File: config.mk
export PLATFORM = sky130hd
export DESIGN_NAME = wb_stage
export DESIGN_NICKNAME = d
export VERILOG_FILES = /design/src/wb_pkg.sv /design/src/wb_control_flow.sv /design/src/wb_csr_access.sv /design/src/wb_load_align.sv /design/src/wb_commit.sv /design/src/wb_stage.sv
export VERILOG_INCLUDE_DIRS = /design/src /design/src/src
export SDC_FILE = /design/constraint.sdc
export NUM_CORES = 1
export LEC_CHECK = 0
export BUFFER_PORTS_ARGS = -buffer_cell sky130_fd_sc_hd__buf_2
export CAP_MARGIN = 20
export CORE_AREA = 2 2 198 200
export CTS_BUF_LIST = sky130_fd_sc_hd__clkbuf_8
export DETAILED_ROUTE_END_ITERATION = 8
export DIE_AREA = 0 0 200 202
export PLACE_DENSITY = 0.47
export SETUP_SLACK_MARGIN = 0.15
export SLEW_MARGIN = 20
export SYNTH_ARGS = -nofsm -noshare
export SYNTH_HDL_FRONTEND = slang
export SYNTH_SLANG_ARGS = --single-unit
File: constraint.sdc
create_clock -name g_clk -period 3.22 [get_ports g_clk]
set_clock_uncertainty 0.05 [all_clocks]
set_input_delay 0.483 -clock g_clk [delete_from_list [all_inputs] [get_ports g_clk]]
set_output_delay 0.483 -clock g_clk [all_outputs]
set_load 0.01 [all_outputs]
File: src/wb_consts.svh
// Widths, reset PC, functional unit bits, micro-op codes and trap causes
`ifndef WB_CONSTS_SVH
`define WB_CONSTS_SVH

`define WB_XLEN           32            // Data and PC width
`define WB_PC_RESET       32'h8000_0000 // PC after reset

// One-hot functional unit bit positions
`define WB_FU_ALU         0
`define WB_FU_MUL         1
`define WB_FU_LSU         2
`define WB_FU_CFU         3
`define WB_FU_CSR         4

// CFU micro-op codes
`define WB_CFU_TAKEN      5'd1          // Predicted taken branch
`define WB_CFU_JALI       5'd2          // Immediate jump and link
`define WB_CFU_NOT_TAKEN  5'd3          // Mispredicted branch
`define WB_CFU_JALR       5'd4          // Register jump and link
`define WB_CFU_EBREAK     5'd5
`define WB_CFU_ECALL      5'd6
`define WB_CFU_MRET       5'd7

// CSR micro-op bit positions
`define WB_CSR_READ       4
`define WB_CSR_WRITE      3
`define WB_CSR_SET        2
`define WB_CSR_CLEAR      1

// LSU micro-op bit positions and size codes in bits 2 to 1
`define WB_LSU_LOAD       3
`define WB_LSU_STORE      4
`define WB_LSU_SIGNED     0
`define WB_LSU_BYTE       2'b01
`define WB_LSU_HALF       2'b10
`define WB_LSU_WORD       2'b11

// Trap causes
`define WB_TRAP_LDACCESS  6'd5
`define WB_TRAP_STACCESS  6'd7
`define WB_TRAP_BREAKPT   6'd3
`define WB_TRAP_ECALLM    6'd11

`endif

File: src/wb_pkg.sv
// Package with the packed struct types of the writeback stage
`default_nettype none

`include "wb_consts.svh"

package wb_pkg;

    typedef logic [`WB_XLEN-1:0] wb_word_t; // One machine word

    // Instruction held in the writeback stage
    typedef struct packed {
        logic [4:0]  rd;     // Destination register
        wb_word_t    opr_a;  // Result, target or strobes
        wb_word_t    opr_b;  // Address or CSR number
        logic [4:0]  uop;    // Micro-op
        logic [4:0]  fu;     // One-hot functional unit
        logic        trap;   // Trap raised upstream
        logic [1:0]  size;   // Length in halfwords
        logic [31:0] instr;  // Instruction word
    } wb_instr_t;

    // GPR write port, also the forwarding port
    typedef struct packed {
        logic       wen;
        logic [4:0] rd;
        wb_word_t   wdata;
    } wb_gpr_write_t;

    typedef struct packed {
        logic        en;     // Access strobe
        logic        wr;     // Plain write
        logic        wr_set; // Bit set
        logic        wr_clr; // Bit clear
        logic [11:0] addr;
        wb_word_t    wdata;
    } wb_csr_req_t;

    typedef struct packed {
        logic     req;
        wb_word_t target;
    } wb_cf_req_t;

    typedef struct packed {
        logic       cpu;     // Synchronous trap taken
        logic [5:0] cause;
        wb_word_t   pc;
    } wb_trap_t;

    typedef struct packed {
        logic     recv;
        logic     error;
        wb_word_t rdata;
    } wb_dmem_rsp_t;

    typedef struct packed {
        logic        valid;
        wb_word_t    pc;
        logic [31:0] instr;
    } wb_trace_t;

endpackage

`default_nettype wire

File: src/wb_control_flow.sv
// PC register, control flow target, request tracking and trap cause
`timescale 1ns/100ps
`default_nettype none

`include "wb_consts.svh"

module wb_control_flow import wb_pkg::*; (
    input  wire            g_clk,
    input  wire            g_resetn,
    input  wire            s4_valid,
    input  wire wb_instr_t s4_instr,
    input  wire            progress,      // Instruction retires this cycle
    input  wire            cf_ack,
    input  wire wb_word_t  csr_mepc,
    input  wire wb_word_t  csr_mtvec,
    input  wire            lsu_trap,      // Data bus error
    input  wire            lsu_store_err, // Bus error was on a store
    output wb_cf_req_t     cf,
    output wb_trap_t       trap,
    output logic           exec_mret,
    output logic           cfu_busy,
    output wb_word_t       pc,
    output wb_word_t       next_pc,
    output logic           cf_done
);

    logic fu_cfu;
    logic pred_correct; // PC already redirected upstream
    logic tgt_branch, tgt_reg, cfu_mret;
    logic cfu_ebreak, cfu_ecall, cfu_trap;
    logic instr_trap, tgt_trap;
    logic finish_now;

    // Decode ------------------------------
    assign fu_cfu       = s4_valid && s4_instr.fu[`WB_FU_CFU];
    assign pred_correct = fu_cfu && (s4_instr.uop == `WB_CFU_TAKEN ||
                                     s4_instr.uop == `WB_CFU_JALI);
    assign tgt_branch   = fu_cfu && s4_instr.uop == `WB_CFU_NOT_TAKEN;
    assign tgt_reg      = fu_cfu && s4_instr.uop == `WB_CFU_JALR;
    assign cfu_mret     = fu_cfu && s4_instr.uop == `WB_CFU_MRET;
    assign cfu_ebreak   = fu_cfu && s4_instr.uop == `WB_CFU_EBREAK;
    assign cfu_ecall    = fu_cfu && s4_instr.uop == `WB_CFU_ECALL;
    assign cfu_trap     = cfu_ebreak || cfu_ecall;
    assign instr_trap   = s4_valid && s4_instr.trap;   // Fault from earlier stage
    assign tgt_trap     = cfu_trap || instr_trap || lsu_trap;

    // Natural successor, size counts halfwords
    assign next_pc = pc + {{(`WB_XLEN-3){1'b0}}, s4_instr.size, 1'b0};

    // Request and target ------------------
    assign cf.req = !cf_done &&
                    (tgt_branch || tgt_reg || cfu_mret || tgt_trap);

    // Traps win over everything else
    assign cf.target = tgt_trap ? csr_mtvec :
                       ({`WB_XLEN{tgt_branch}} & next_pc        |
                        {`WB_XLEN{tgt_reg}}    & s4_instr.opr_a |
                        {`WB_XLEN{cfu_mret}}   & csr_mepc);

    assign finish_now = cf.req && cf_ack;
    assign cfu_busy   = fu_cfu && !(cf_done || finish_now) &&
                        (tgt_branch || tgt_reg || cfu_trap || cfu_mret);
    assign exec_mret  = cfu_mret && progress; // One pulse at retire

    // Request answered but the instruction is still waiting to leave
    always_ff @(posedge g_clk) begin
        if (!g_resetn) begin
            cf_done <= 1'b0;
        end else begin
            cf_done <= !progress && (cf_done || finish_now);
        end
    end

    // Program counter ---------------------
    always_ff @(posedge g_clk) begin
        if (!g_resetn) begin
            pc <= `WB_PC_RESET;
        end else if (pred_correct) begin
            pc <= s4_instr.opr_a;               // Target computed upstream
        end else if (finish_now) begin
            pc <= cf.target;
        end else if (progress) begin
            pc <= next_pc;
        end
    end

    // Trap report -------------------------
    assign trap.cpu   = cfu_trap || lsu_trap || instr_trap;
    assign trap.cause = (lsu_trap && !lsu_store_err) ? `WB_TRAP_LDACCESS :
                        lsu_store_err                ? `WB_TRAP_STACCESS :
                        cfu_ebreak                   ? `WB_TRAP_BREAKPT  :
                        cfu_ecall                    ? `WB_TRAP_ECALLM   :
                                                       s4_instr.opr_a[5:0];
    assign trap.pc    = pc;

endmodule

`default_nettype wire

File: src/wb_csr_access.sv
// CSR request generation and once-only access tracking
`timescale 1ns/100ps
`default_nettype none

`include "wb_consts.svh"

module wb_csr_access import wb_pkg::*; (
    input  wire            g_clk,
    input  wire            g_resetn,
    input  wire            s4_valid,
    input  wire wb_instr_t s4_instr,
    input  wire            progress,
    input  wire wb_word_t  csr_rdata,  // Same-cycle read answer
    output wb_csr_req_t    csr_req,
    output wb_gpr_write_t  csr_gpr
);

    logic fu_csr;
    logic csr_done;                    // Access already made for this instruction

    assign fu_csr = s4_valid && s4_instr.fu[`WB_FU_CSR];

    assign csr_req.en     = fu_csr && !csr_done;
    assign csr_req.wr     = fu_csr && s4_instr.uop[`WB_CSR_WRITE];
    assign csr_req.wr_set = fu_csr && s4_instr.uop[`WB_CSR_SET];
    assign csr_req.wr_clr = fu_csr && s4_instr.uop[`WB_CSR_CLEAR];
    assign csr_req.addr   = s4_instr.opr_b[11:0];
    assign csr_req.wdata  = s4_instr.opr_a;

    // Read result only valid in the access cycle
    assign csr_gpr.wen   = csr_req.en && s4_instr.uop[`WB_CSR_READ];
    assign csr_gpr.rd    = s4_instr.rd;
    assign csr_gpr.wdata = csr_rdata;

    always_ff @(posedge g_clk) begin
        if (!g_resetn) begin
            csr_done <= 1'b0;
        end else begin
            csr_done <= !progress && (csr_done || csr_req.en);
        end
    end

endmodule

`default_nettype wire

File: src/wb_load_align.sv
// Load response tracking, lane alignment, sign extension and bus errors
`timescale 1ns/100ps
`default_nettype none

`include "wb_consts.svh"

module wb_load_align import wb_pkg::*; (
    input  wire               g_clk,
    input  wire               g_resetn,
    input  wire               s4_valid,
    input  wire wb_instr_t    s4_instr,
    input  wire               progress,
    input  wire wb_dmem_rsp_t dmem_rsp,
    output logic              dmem_ack,
    output wb_gpr_write_t     load_gpr,
    output logic              lsu_busy,
    output logic              lsu_trap,
    output logic              lsu_store_err
);

    logic       fu_lsu;
    logic       lsu_load, lsu_store, lsu_signed;
    logic       lsu_byte, lsu_half, lsu_word;
    logic [1:0] addr_lo;      // Byte offset in the word
    logic       strb_lane0;   // Lane 0 strobe from memory stage
    logic       rsp_seen;
    logic       rsp_take;     // Response accepted this cycle
    logic [7:0]  rdata_b0;
    logic [7:0]  rdata_b1;
    logic [15:0] rdata_h1;

    // Decode ------------------------------
    assign fu_lsu     = s4_valid && s4_instr.fu[`WB_FU_LSU];
    assign lsu_load   = fu_lsu && s4_instr.uop[`WB_LSU_LOAD];
    assign lsu_store  = fu_lsu && s4_instr.uop[`WB_LSU_STORE];
    assign lsu_signed = s4_instr.uop[`WB_LSU_SIGNED];
    assign lsu_byte   = s4_instr.uop[2:1] == `WB_LSU_BYTE;
    assign lsu_half   = s4_instr.uop[2:1] == `WB_LSU_HALF;
    assign lsu_word   = s4_instr.uop[2:1] == `WB_LSU_WORD;
    assign addr_lo    = s4_instr.opr_b[1:0];
    assign strb_lane0 = s4_instr.opr_a[0];

    // Response tracking -------------------
    assign dmem_ack = fu_lsu && !rsp_seen;          // Still expecting an answer
    assign rsp_take = dmem_rsp.recv && dmem_ack;
    assign lsu_busy = fu_lsu && !(rsp_seen || rsp_take);

    always_ff @(posedge g_clk) begin
        if (!g_resetn) begin
            rsp_seen <= 1'b0;
        end else begin
            rsp_seen <= !progress && (rsp_seen || rsp_take);
        end
    end

    // Lane alignment ----------------------
    always_comb begin
        rdata_b0 = 8'h00;
        if (strb_lane0) begin
            rdata_b0 = dmem_rsp.rdata[7:0];                     // Aligned access
        end else if (lsu_byte) begin
            rdata_b0 = dmem_rsp.rdata[{addr_lo, 3'b000} +: 8];
        end else if (lsu_half && addr_lo[1]) begin
            rdata_b0 = dmem_rsp.rdata[23:16];                   // Upper halfword
        end
    end

    always_comb begin
        rdata_b1 = 8'h00;
        if (lsu_byte && lsu_signed) begin
            rdata_b1 = {8{rdata_b0[7]}};
        end else if (lsu_half) begin
            rdata_b1 = addr_lo[1] ? dmem_rsp.rdata[31:24] : dmem_rsp.rdata[15:8];
        end else if (lsu_word) begin
            rdata_b1 = dmem_rsp.rdata[15:8];
        end
    end

    // Byte sign already copied into b1 above
    always_comb begin
        rdata_h1 = 16'h0000;
        if (lsu_word) begin
            rdata_h1 = dmem_rsp.rdata[31:16];
        end else if (lsu_signed && (lsu_byte || lsu_half)) begin
            rdata_h1 = {16{rdata_b1[7]}};
        end
    end

    // Results and errors ------------------
    assign lsu_trap      = rsp_take && dmem_rsp.error;
    assign lsu_store_err = lsu_trap && lsu_store;

    assign load_gpr.wen   = lsu_load && rsp_take && !dmem_rsp.error;
    assign load_gpr.rd    = s4_instr.rd;
    assign load_gpr.wdata = {rdata_h1, rdata_b1, rdata_b0};

endmodule

`default_nettype wire

File: src/wb_commit.sv
// GPR write selection, forwarding, stage busy, LSU hold and trace packet
`timescale 1ns/100ps
`default_nettype none

`include "wb_consts.svh"

module wb_commit import wb_pkg::*; (
    input  wire                s4_valid,
    input  wire wb_instr_t     s4_instr,
    input  wire wb_word_t      pc,
    input  wire wb_word_t      next_pc,
    input  wire wb_gpr_write_t csr_gpr,
    input  wire wb_gpr_write_t load_gpr,
    input  wire                cfu_busy,
    input  wire                lsu_busy,
    input  wire                cf_done,
    input  wire wb_cf_req_t    cf,
    input  wire                cf_ack,
    output logic               s4_busy,
    output logic               progress,
    output logic               hold_lsu_req,
    output wb_gpr_write_t      gpr,
    output wb_gpr_write_t      fwd,
    output logic               fwd_load,
    output logic               fwd_csr,
    output wb_trace_t          trace
);

    logic alu_wen, mul_wen;
    logic link_wen;                       // JALI or JALR link register

    assign alu_wen  = s4_valid && s4_instr.fu[`WB_FU_ALU];
    assign mul_wen  = s4_valid && s4_instr.fu[`WB_FU_MUL];
    assign link_wen = s4_valid && s4_instr.fu[`WB_FU_CFU] &&
                      (s4_instr.uop == `WB_CFU_JALI || s4_instr.uop == `WB_CFU_JALR);

    // Stage flow --------------------------
    assign s4_busy      = cfu_busy || lsu_busy || (cf.req && !cf_ack);
    assign progress     = s4_valid && !s4_busy;
    assign hold_lsu_req = cf.req || lsu_busy;   // No new memory requests yet

    // GPR writeback -----------------------
    assign gpr.wen   = !s4_instr.trap &&
                       (alu_wen || mul_wen || link_wen || csr_gpr.wen || load_gpr.wen);
    assign gpr.rd    = s4_instr.rd;
    assign gpr.wdata = {`WB_XLEN{alu_wen || mul_wen}} & s4_instr.opr_a |
                       {`WB_XLEN{link_wen}}           & next_pc        |
                       {`WB_XLEN{csr_gpr.wen}}        & csr_gpr.wdata  |
                       {`WB_XLEN{load_gpr.wen}}       & load_gpr.wdata;

    assign fwd      = gpr;
    assign fwd_load = s4_valid && s4_instr.fu[`WB_FU_LSU] && s4_instr.uop[`WB_LSU_LOAD];
    assign fwd_csr  = s4_valid && s4_instr.fu[`WB_FU_CSR];

    // Trace -------------------------------
    // One packet per instruction, at retire or in the ack cycle
    assign trace.valid = (|s4_instr.size) &&
                         (progress || (cf.req && cf_ack && !cf_done));
    assign trace.pc    = pc;
    assign trace.instr = s4_instr.instr;

endmodule

`default_nettype wire

File: src/wb_stage.sv
// Writeback stage top level
`timescale 1ns/100ps
`default_nettype none

module wb_stage import wb_pkg::*; (
    input  wire               g_clk,
    input  wire               g_resetn,
    input  wire               s4_valid,
    input  wire wb_instr_t    s4_instr,
    output logic              s4_busy,
    output wb_cf_req_t        cf,
    input  wire               cf_ack,
    input  wire wb_dmem_rsp_t dmem_rsp,
    output logic              dmem_ack,
    output wb_csr_req_t       csr_req,
    input  wire wb_word_t     csr_rdata,
    input  wire wb_word_t     csr_mepc,
    input  wire wb_word_t     csr_mtvec,
    output wb_gpr_write_t     gpr,
    output wb_gpr_write_t     fwd,
    output logic              fwd_load,
    output logic              fwd_csr,
    output wb_trap_t          trap,
    output logic              exec_mret,
    output logic              hold_lsu_req,
    output wb_trace_t         trace
);

    wb_word_t      pc, next_pc;
    wb_gpr_write_t csr_gpr, load_gpr;   // Per-unit results
    logic          progress;
    logic          cfu_busy, cf_done;
    logic          lsu_busy, lsu_trap, lsu_store_err;

    wb_control_flow u_control_flow (
        .g_clk, .g_resetn, .s4_valid, .s4_instr, .progress, .cf_ack,
        .csr_mepc, .csr_mtvec, .lsu_trap, .lsu_store_err,
        .cf, .trap, .exec_mret, .cfu_busy, .pc, .next_pc, .cf_done
    );

    wb_csr_access u_csr_access (
        .g_clk, .g_resetn, .s4_valid, .s4_instr, .progress,
        .csr_rdata, .csr_req, .csr_gpr
    );

    wb_load_align u_load_align (
        .g_clk, .g_resetn, .s4_valid, .s4_instr, .progress, .dmem_rsp,
        .dmem_ack, .load_gpr, .lsu_busy, .lsu_trap, .lsu_store_err
    );

    wb_commit u_commit (
        .s4_valid, .s4_instr, .pc, .next_pc, .csr_gpr, .load_gpr,
        .cfu_busy, .lsu_busy, .cf_done, .cf, .cf_ack,
        .s4_busy, .progress, .hold_lsu_req, .gpr, .fwd, .fwd_load, .fwd_csr, .trace
    );

endmodule

`default_nettype wire

======== After elaboration in Yosys (flattened, before gate mapping) ========
Index checks and enable logic that the tools add are counted.
storage, ports and cells
  register bits ........................... 35
  bits of input ports ..................... 248
  word-level logic and storage cells ...... 126
cells by class
  $add $sub $neg .......................... 1
  equality and inequality tests ........... 10
  shift-type cells ........................ 1
  multiplexer cells ....................... 17
  bitwise operators ....................... 12
  reduce and logical (&&, ||, !) cells .... 81
operators with widths
  kind                  count
  $and A32 B32 Y32      7
  $or A32 B32 Y32       5
  $mux W32              4
  $mux W8               7
  $logic_and A1 B1 Y1   44
  $add A32 B3 Y32       1
  $mux W16              2
  $shiftx A32 B6 Y8     1
  $logic_or A1 B1 Y1    24
  $mux W6               4
  $eq A5 B3 Y1 const B  4
  $logic_not A1 Y1      11
  $eq A5 B2 Y1 const B  2
  $eq A5 B1 Y1 const B  1
  $eq A2 B2 Y1 const B  2
  $reduce_bool A3 Y1    1
  $eq A2 B1 Y1 const B  1
  $reduce_or A2 Y1      1

======== Logic depth before layout (Yosys ltp) ========
  word-level depth ........................ 19
  gate-level depth with buffers ........... 12
  depth with buffers taken out ............ 8

======== Hierarchy ========
Synthesis repeated with hierarchy kept, for this count alone.
unflattened totals
  cells, all modules ...................... 998
  area, all modules ....................... 7,231.9 um^2
modules (own cells, without submodules)
  module           times used  cells each  area an instance (um^2)  seq. area each (um^2)
  wb_control_flow  1           583         4,097.7                  660.6
  wb_commit        1           201         1,606.5                  0.0
  wb_load_align    1           124         839.6                    20.0
  wb_csr_access    1           90          688.2                    20.0

======== Worst setup path after synthesis ========
No wires, ideal clock.
  kind .................................... input port to output port
  from .................................... input s4_instr[42] (netlist name)
  to ...................................... output gpr[26] (netlist name)
  arrival ................................. 2.643 ns
  required time ........................... 2.687 ns
  path slack .............................. 0.044 ns
  stages on the path ...................... 11
  buffers on the path ..................... 5
  cell sequence ........................... buf_2 inv_1 ha_1 clkbuf_1 and2_1 clkbuf_1 o21ai_0 nand3_1 clkbuf_1 o211ai_1 buf_4
RTL lines
  what         RTL line        text
  from (decl)  wb_stage.sv:9   input wire wb_instr_t s4_instr,
  to (decl)    wb_stage.sv:19  output wb_gpr_write_t gpr,

==> results.tsv <==
metric	value	unit
Layout area overhead	43.27	%
most frequent cells in the layout	buf_2, buf_4, o21ai_0	
Worst R2R Setup Slack	0.53	ns
dpl cell area	0.008856	mm2
clock latency on the worst-skew pair	0.31	ns
layout cells sized above 1	0.4984	
DR DRC count	0	
H-tree levels	2	
Core Area	0.03829	mm2
Crit. End Element	output port	
total CTS buffers	5	
Max transition margin	0.3548	
DRT Pass-1 Iters	7	
Crit Path Max Fanout	6	
Power Density	250.0	mW/mm2
cell count of the worst hold path	3	
average size of a mapped cell	6.972	um2
drt wl/cell	27.11	um
Syn Std Cell Area	0.006616	mm2
I/O Buffers	395	
Bufs on Longest Clock Path	2	
Mapped Nets	1203	
HPWL Detailed	40860	um
Max-Cap Viols	0	
vias in the first global route	8613	
Yosys Warn Count	0	
Vias	9311	
CP Launch Point	u_control_flow.pc[7]$_SDFFE_PN0P_	
Final nets	1531	
worst reg2reg path depth	7	
post-synth top area share	0.1713	
Cell variety after synth	78	
Placer Congestion	0.9171	
largest cells by area after synthesis	buf_4, dfxtp_1, o21ai_0, a21oi_1, a222oi_1	
largest net degree at the start of global routing	34	
Final Hold Vio Count	0	
final period utilization	0.9575	
CTS tree	yes	
Mapped Cells	949	
measured slew at the worst slew-check pin	0.9613	ns
# rows	72	
Worst setup SP type	flop	
Vias/cell	5.181	
Reg-to-Reg Start	u_load_align.rsp_seen$_SDFF_PN0_	
I/O pin cnt	515	
Critical Path RT	2.69	ns
pins over their slew limit	0	
RSZ-0062 raised after global routing	yes	
sequential-to-total area share from yosys stat	0.1059	
Post-synth EDFFs	0	
Die Span X	200	um
reg2reg end	u_control_flow.pc[6]$_SDFFE_PN0P_	
Hold Path Origin	dmem_rsp[33]	
final setup violation count	0	
total gr overflow	0	
fmax	324.3	MHz
leakage power total	4.461	nW
clock slew at reported path FFs	0.10	ns
Detail Route Antenna Nets	0	
Initial Util	0.1728	
Routed WL	48710	um
Min-Delay Endpoint	u_load_align.rsp_seen$_SDFF_PN0_	
Root Driver	clkbuf_8	
HP Class	in2reg	
antenna violations before repair	4	
ys async rst share	0	
Primary FF master, synth	dfxtp_1	
Worst Slack Setup Final	0.1367	ns
hold_buf cts	0	
Die Y	202	um
WP data arrival	2.55	ns
leading cell type in the layout, fill and taps excluded	buf_2	
total clock sinks	35	
worst vdd ir	0.1480	mV
synthesis-stage register bit count	35	
Setup WS pre-CTS	-0.2320	ns
die area	0.04040	mm2
hold slack	0.4032	ns
status	finished clean	
GRT Total Usage	0.2319	
leading area contributor after synthesis	buf_4	
DR iter-0 viols	1050	
type of the worst setup path	reg2out	
first-pass GRT wire length	66080	um
min Tclk post-route	3.083	ns
fin area	0.009479	mm2
## per-stage QoR
stage	total power, mW	util	instances	TNS [ns]
after CTS	2.335	0.2383	1778	0
after global routing	2.482	0.2475	1796	0
after detailed placement	1.848	0.2313	1767	-1.022
final	2.370	0.2476	1797	0
after global placement	1.849	0.2313	1767	-0.6219
after floorplan	1.255	-	949	0
## flip-flops by register name, indices dropped and copies added, names as in the netlist
register	flops
u_load_align.rsp_seen	1
u_csr_access.csr_done	1
u_control_flow.pc	32
u_control_flow.cf_done	1
## how the worst max path moves through the flow
stage	slack, ns	endpoint
final	0.14	fwd[31]
after global routing	0.04	gpr[23]
after CTS	0.1	fwd[17]
after detailed placement	-0.23	cf[16]
after global placement	-0.19	cf[16]
after floorplan	0.16	gpr[26]
## cells in the mapped netlist (12+ instances only)
library cell / number
o21a_1: 14
a222oi_1: 26
a21oi_1: 53
clkbuf_1: 54
nor3_1: 20
nor2_1: 58
o211ai_1: 23
buf_2: 17
xnor2_1: 19
o21ai_0: 82
a22oi_1: 18
nand4_1: 12
xor2_1: 15
nand2_1: 55
o22ai_1: 17
inv_1: 18
mux2i_1: 12
dfxtp_1: 35
o221ai_1: 15
nand3_1: 38
buf_4: 151
## routing by layer
| layer | vias up | routed length, um | GRT usage |
|---|---|---|---|
| li1 | 4110 | - | - |
| met1 | 4496 | 19980 | 0.3099 |
| met2 | 624 | 22510 | 0.3761 |
| met3 | 77 | 4720 | 0.04422 |
| met4 | 4 | 1467 | 0.06825 |
| met5 | - | 33 | 0 |
## where the power goes
part           leakage (nW)  internal [mW]  total, mW  switching, mW
Clock                0.0612          0.252      0.468          0.216
Combinational          4.11          0.552       1.39          0.842
Sequential            0.292          0.468      0.508         0.0395
Total                  4.46           1.27       2.37           1.10
## repair_timing
item                                    CTS  global route
pin swaps                                 6            14
gates resized for setup                  29            51
endpoints found under the setup margin   66            68
endpoints found under the hold margin     0             0
buffers inserted                          3            18
## cell families after synthesis
| group | Yosys count | synth area share |
|---|---|---|
| compound gates | 342 | 0.3601 |
| xor+xnor | 34 | 0.04501 |
| fa+ha+maj | 6 | 0.01248 |
| buf+inv | 242 | 0.2262 |
| flops | 35 | 0.1059 |
| mux | 23 | 0.03688 |
| simple gates | 267 | 0.2135 |
## critical path, cell delays in order (launching register included)
cell and delay [ns]:
dfxtp_1 0.36, nand4_2 0.31, buf_4 0.29, nor4_1 0.27
nand3_1 0.19, xnor2_2 0.28, buf_4 0.19, nand2_1 0.05
nand3_1 0.15, buf_2 0.16
## final cells by class
cell class,instances,area (um2)
Antenna cell,1,2.502
Clock buffer,6,82.58
Clock inverter,2,35.03
Fill cell,4408,28810
Inverter,18,67.56
Multi-Input combinational cell,672,4736
Sequential cell,35,720.7
Tap cell,518,648.1
Timing Repair Buffer,545,3187
Note: power is estimated with default switching activity, not from simulation.
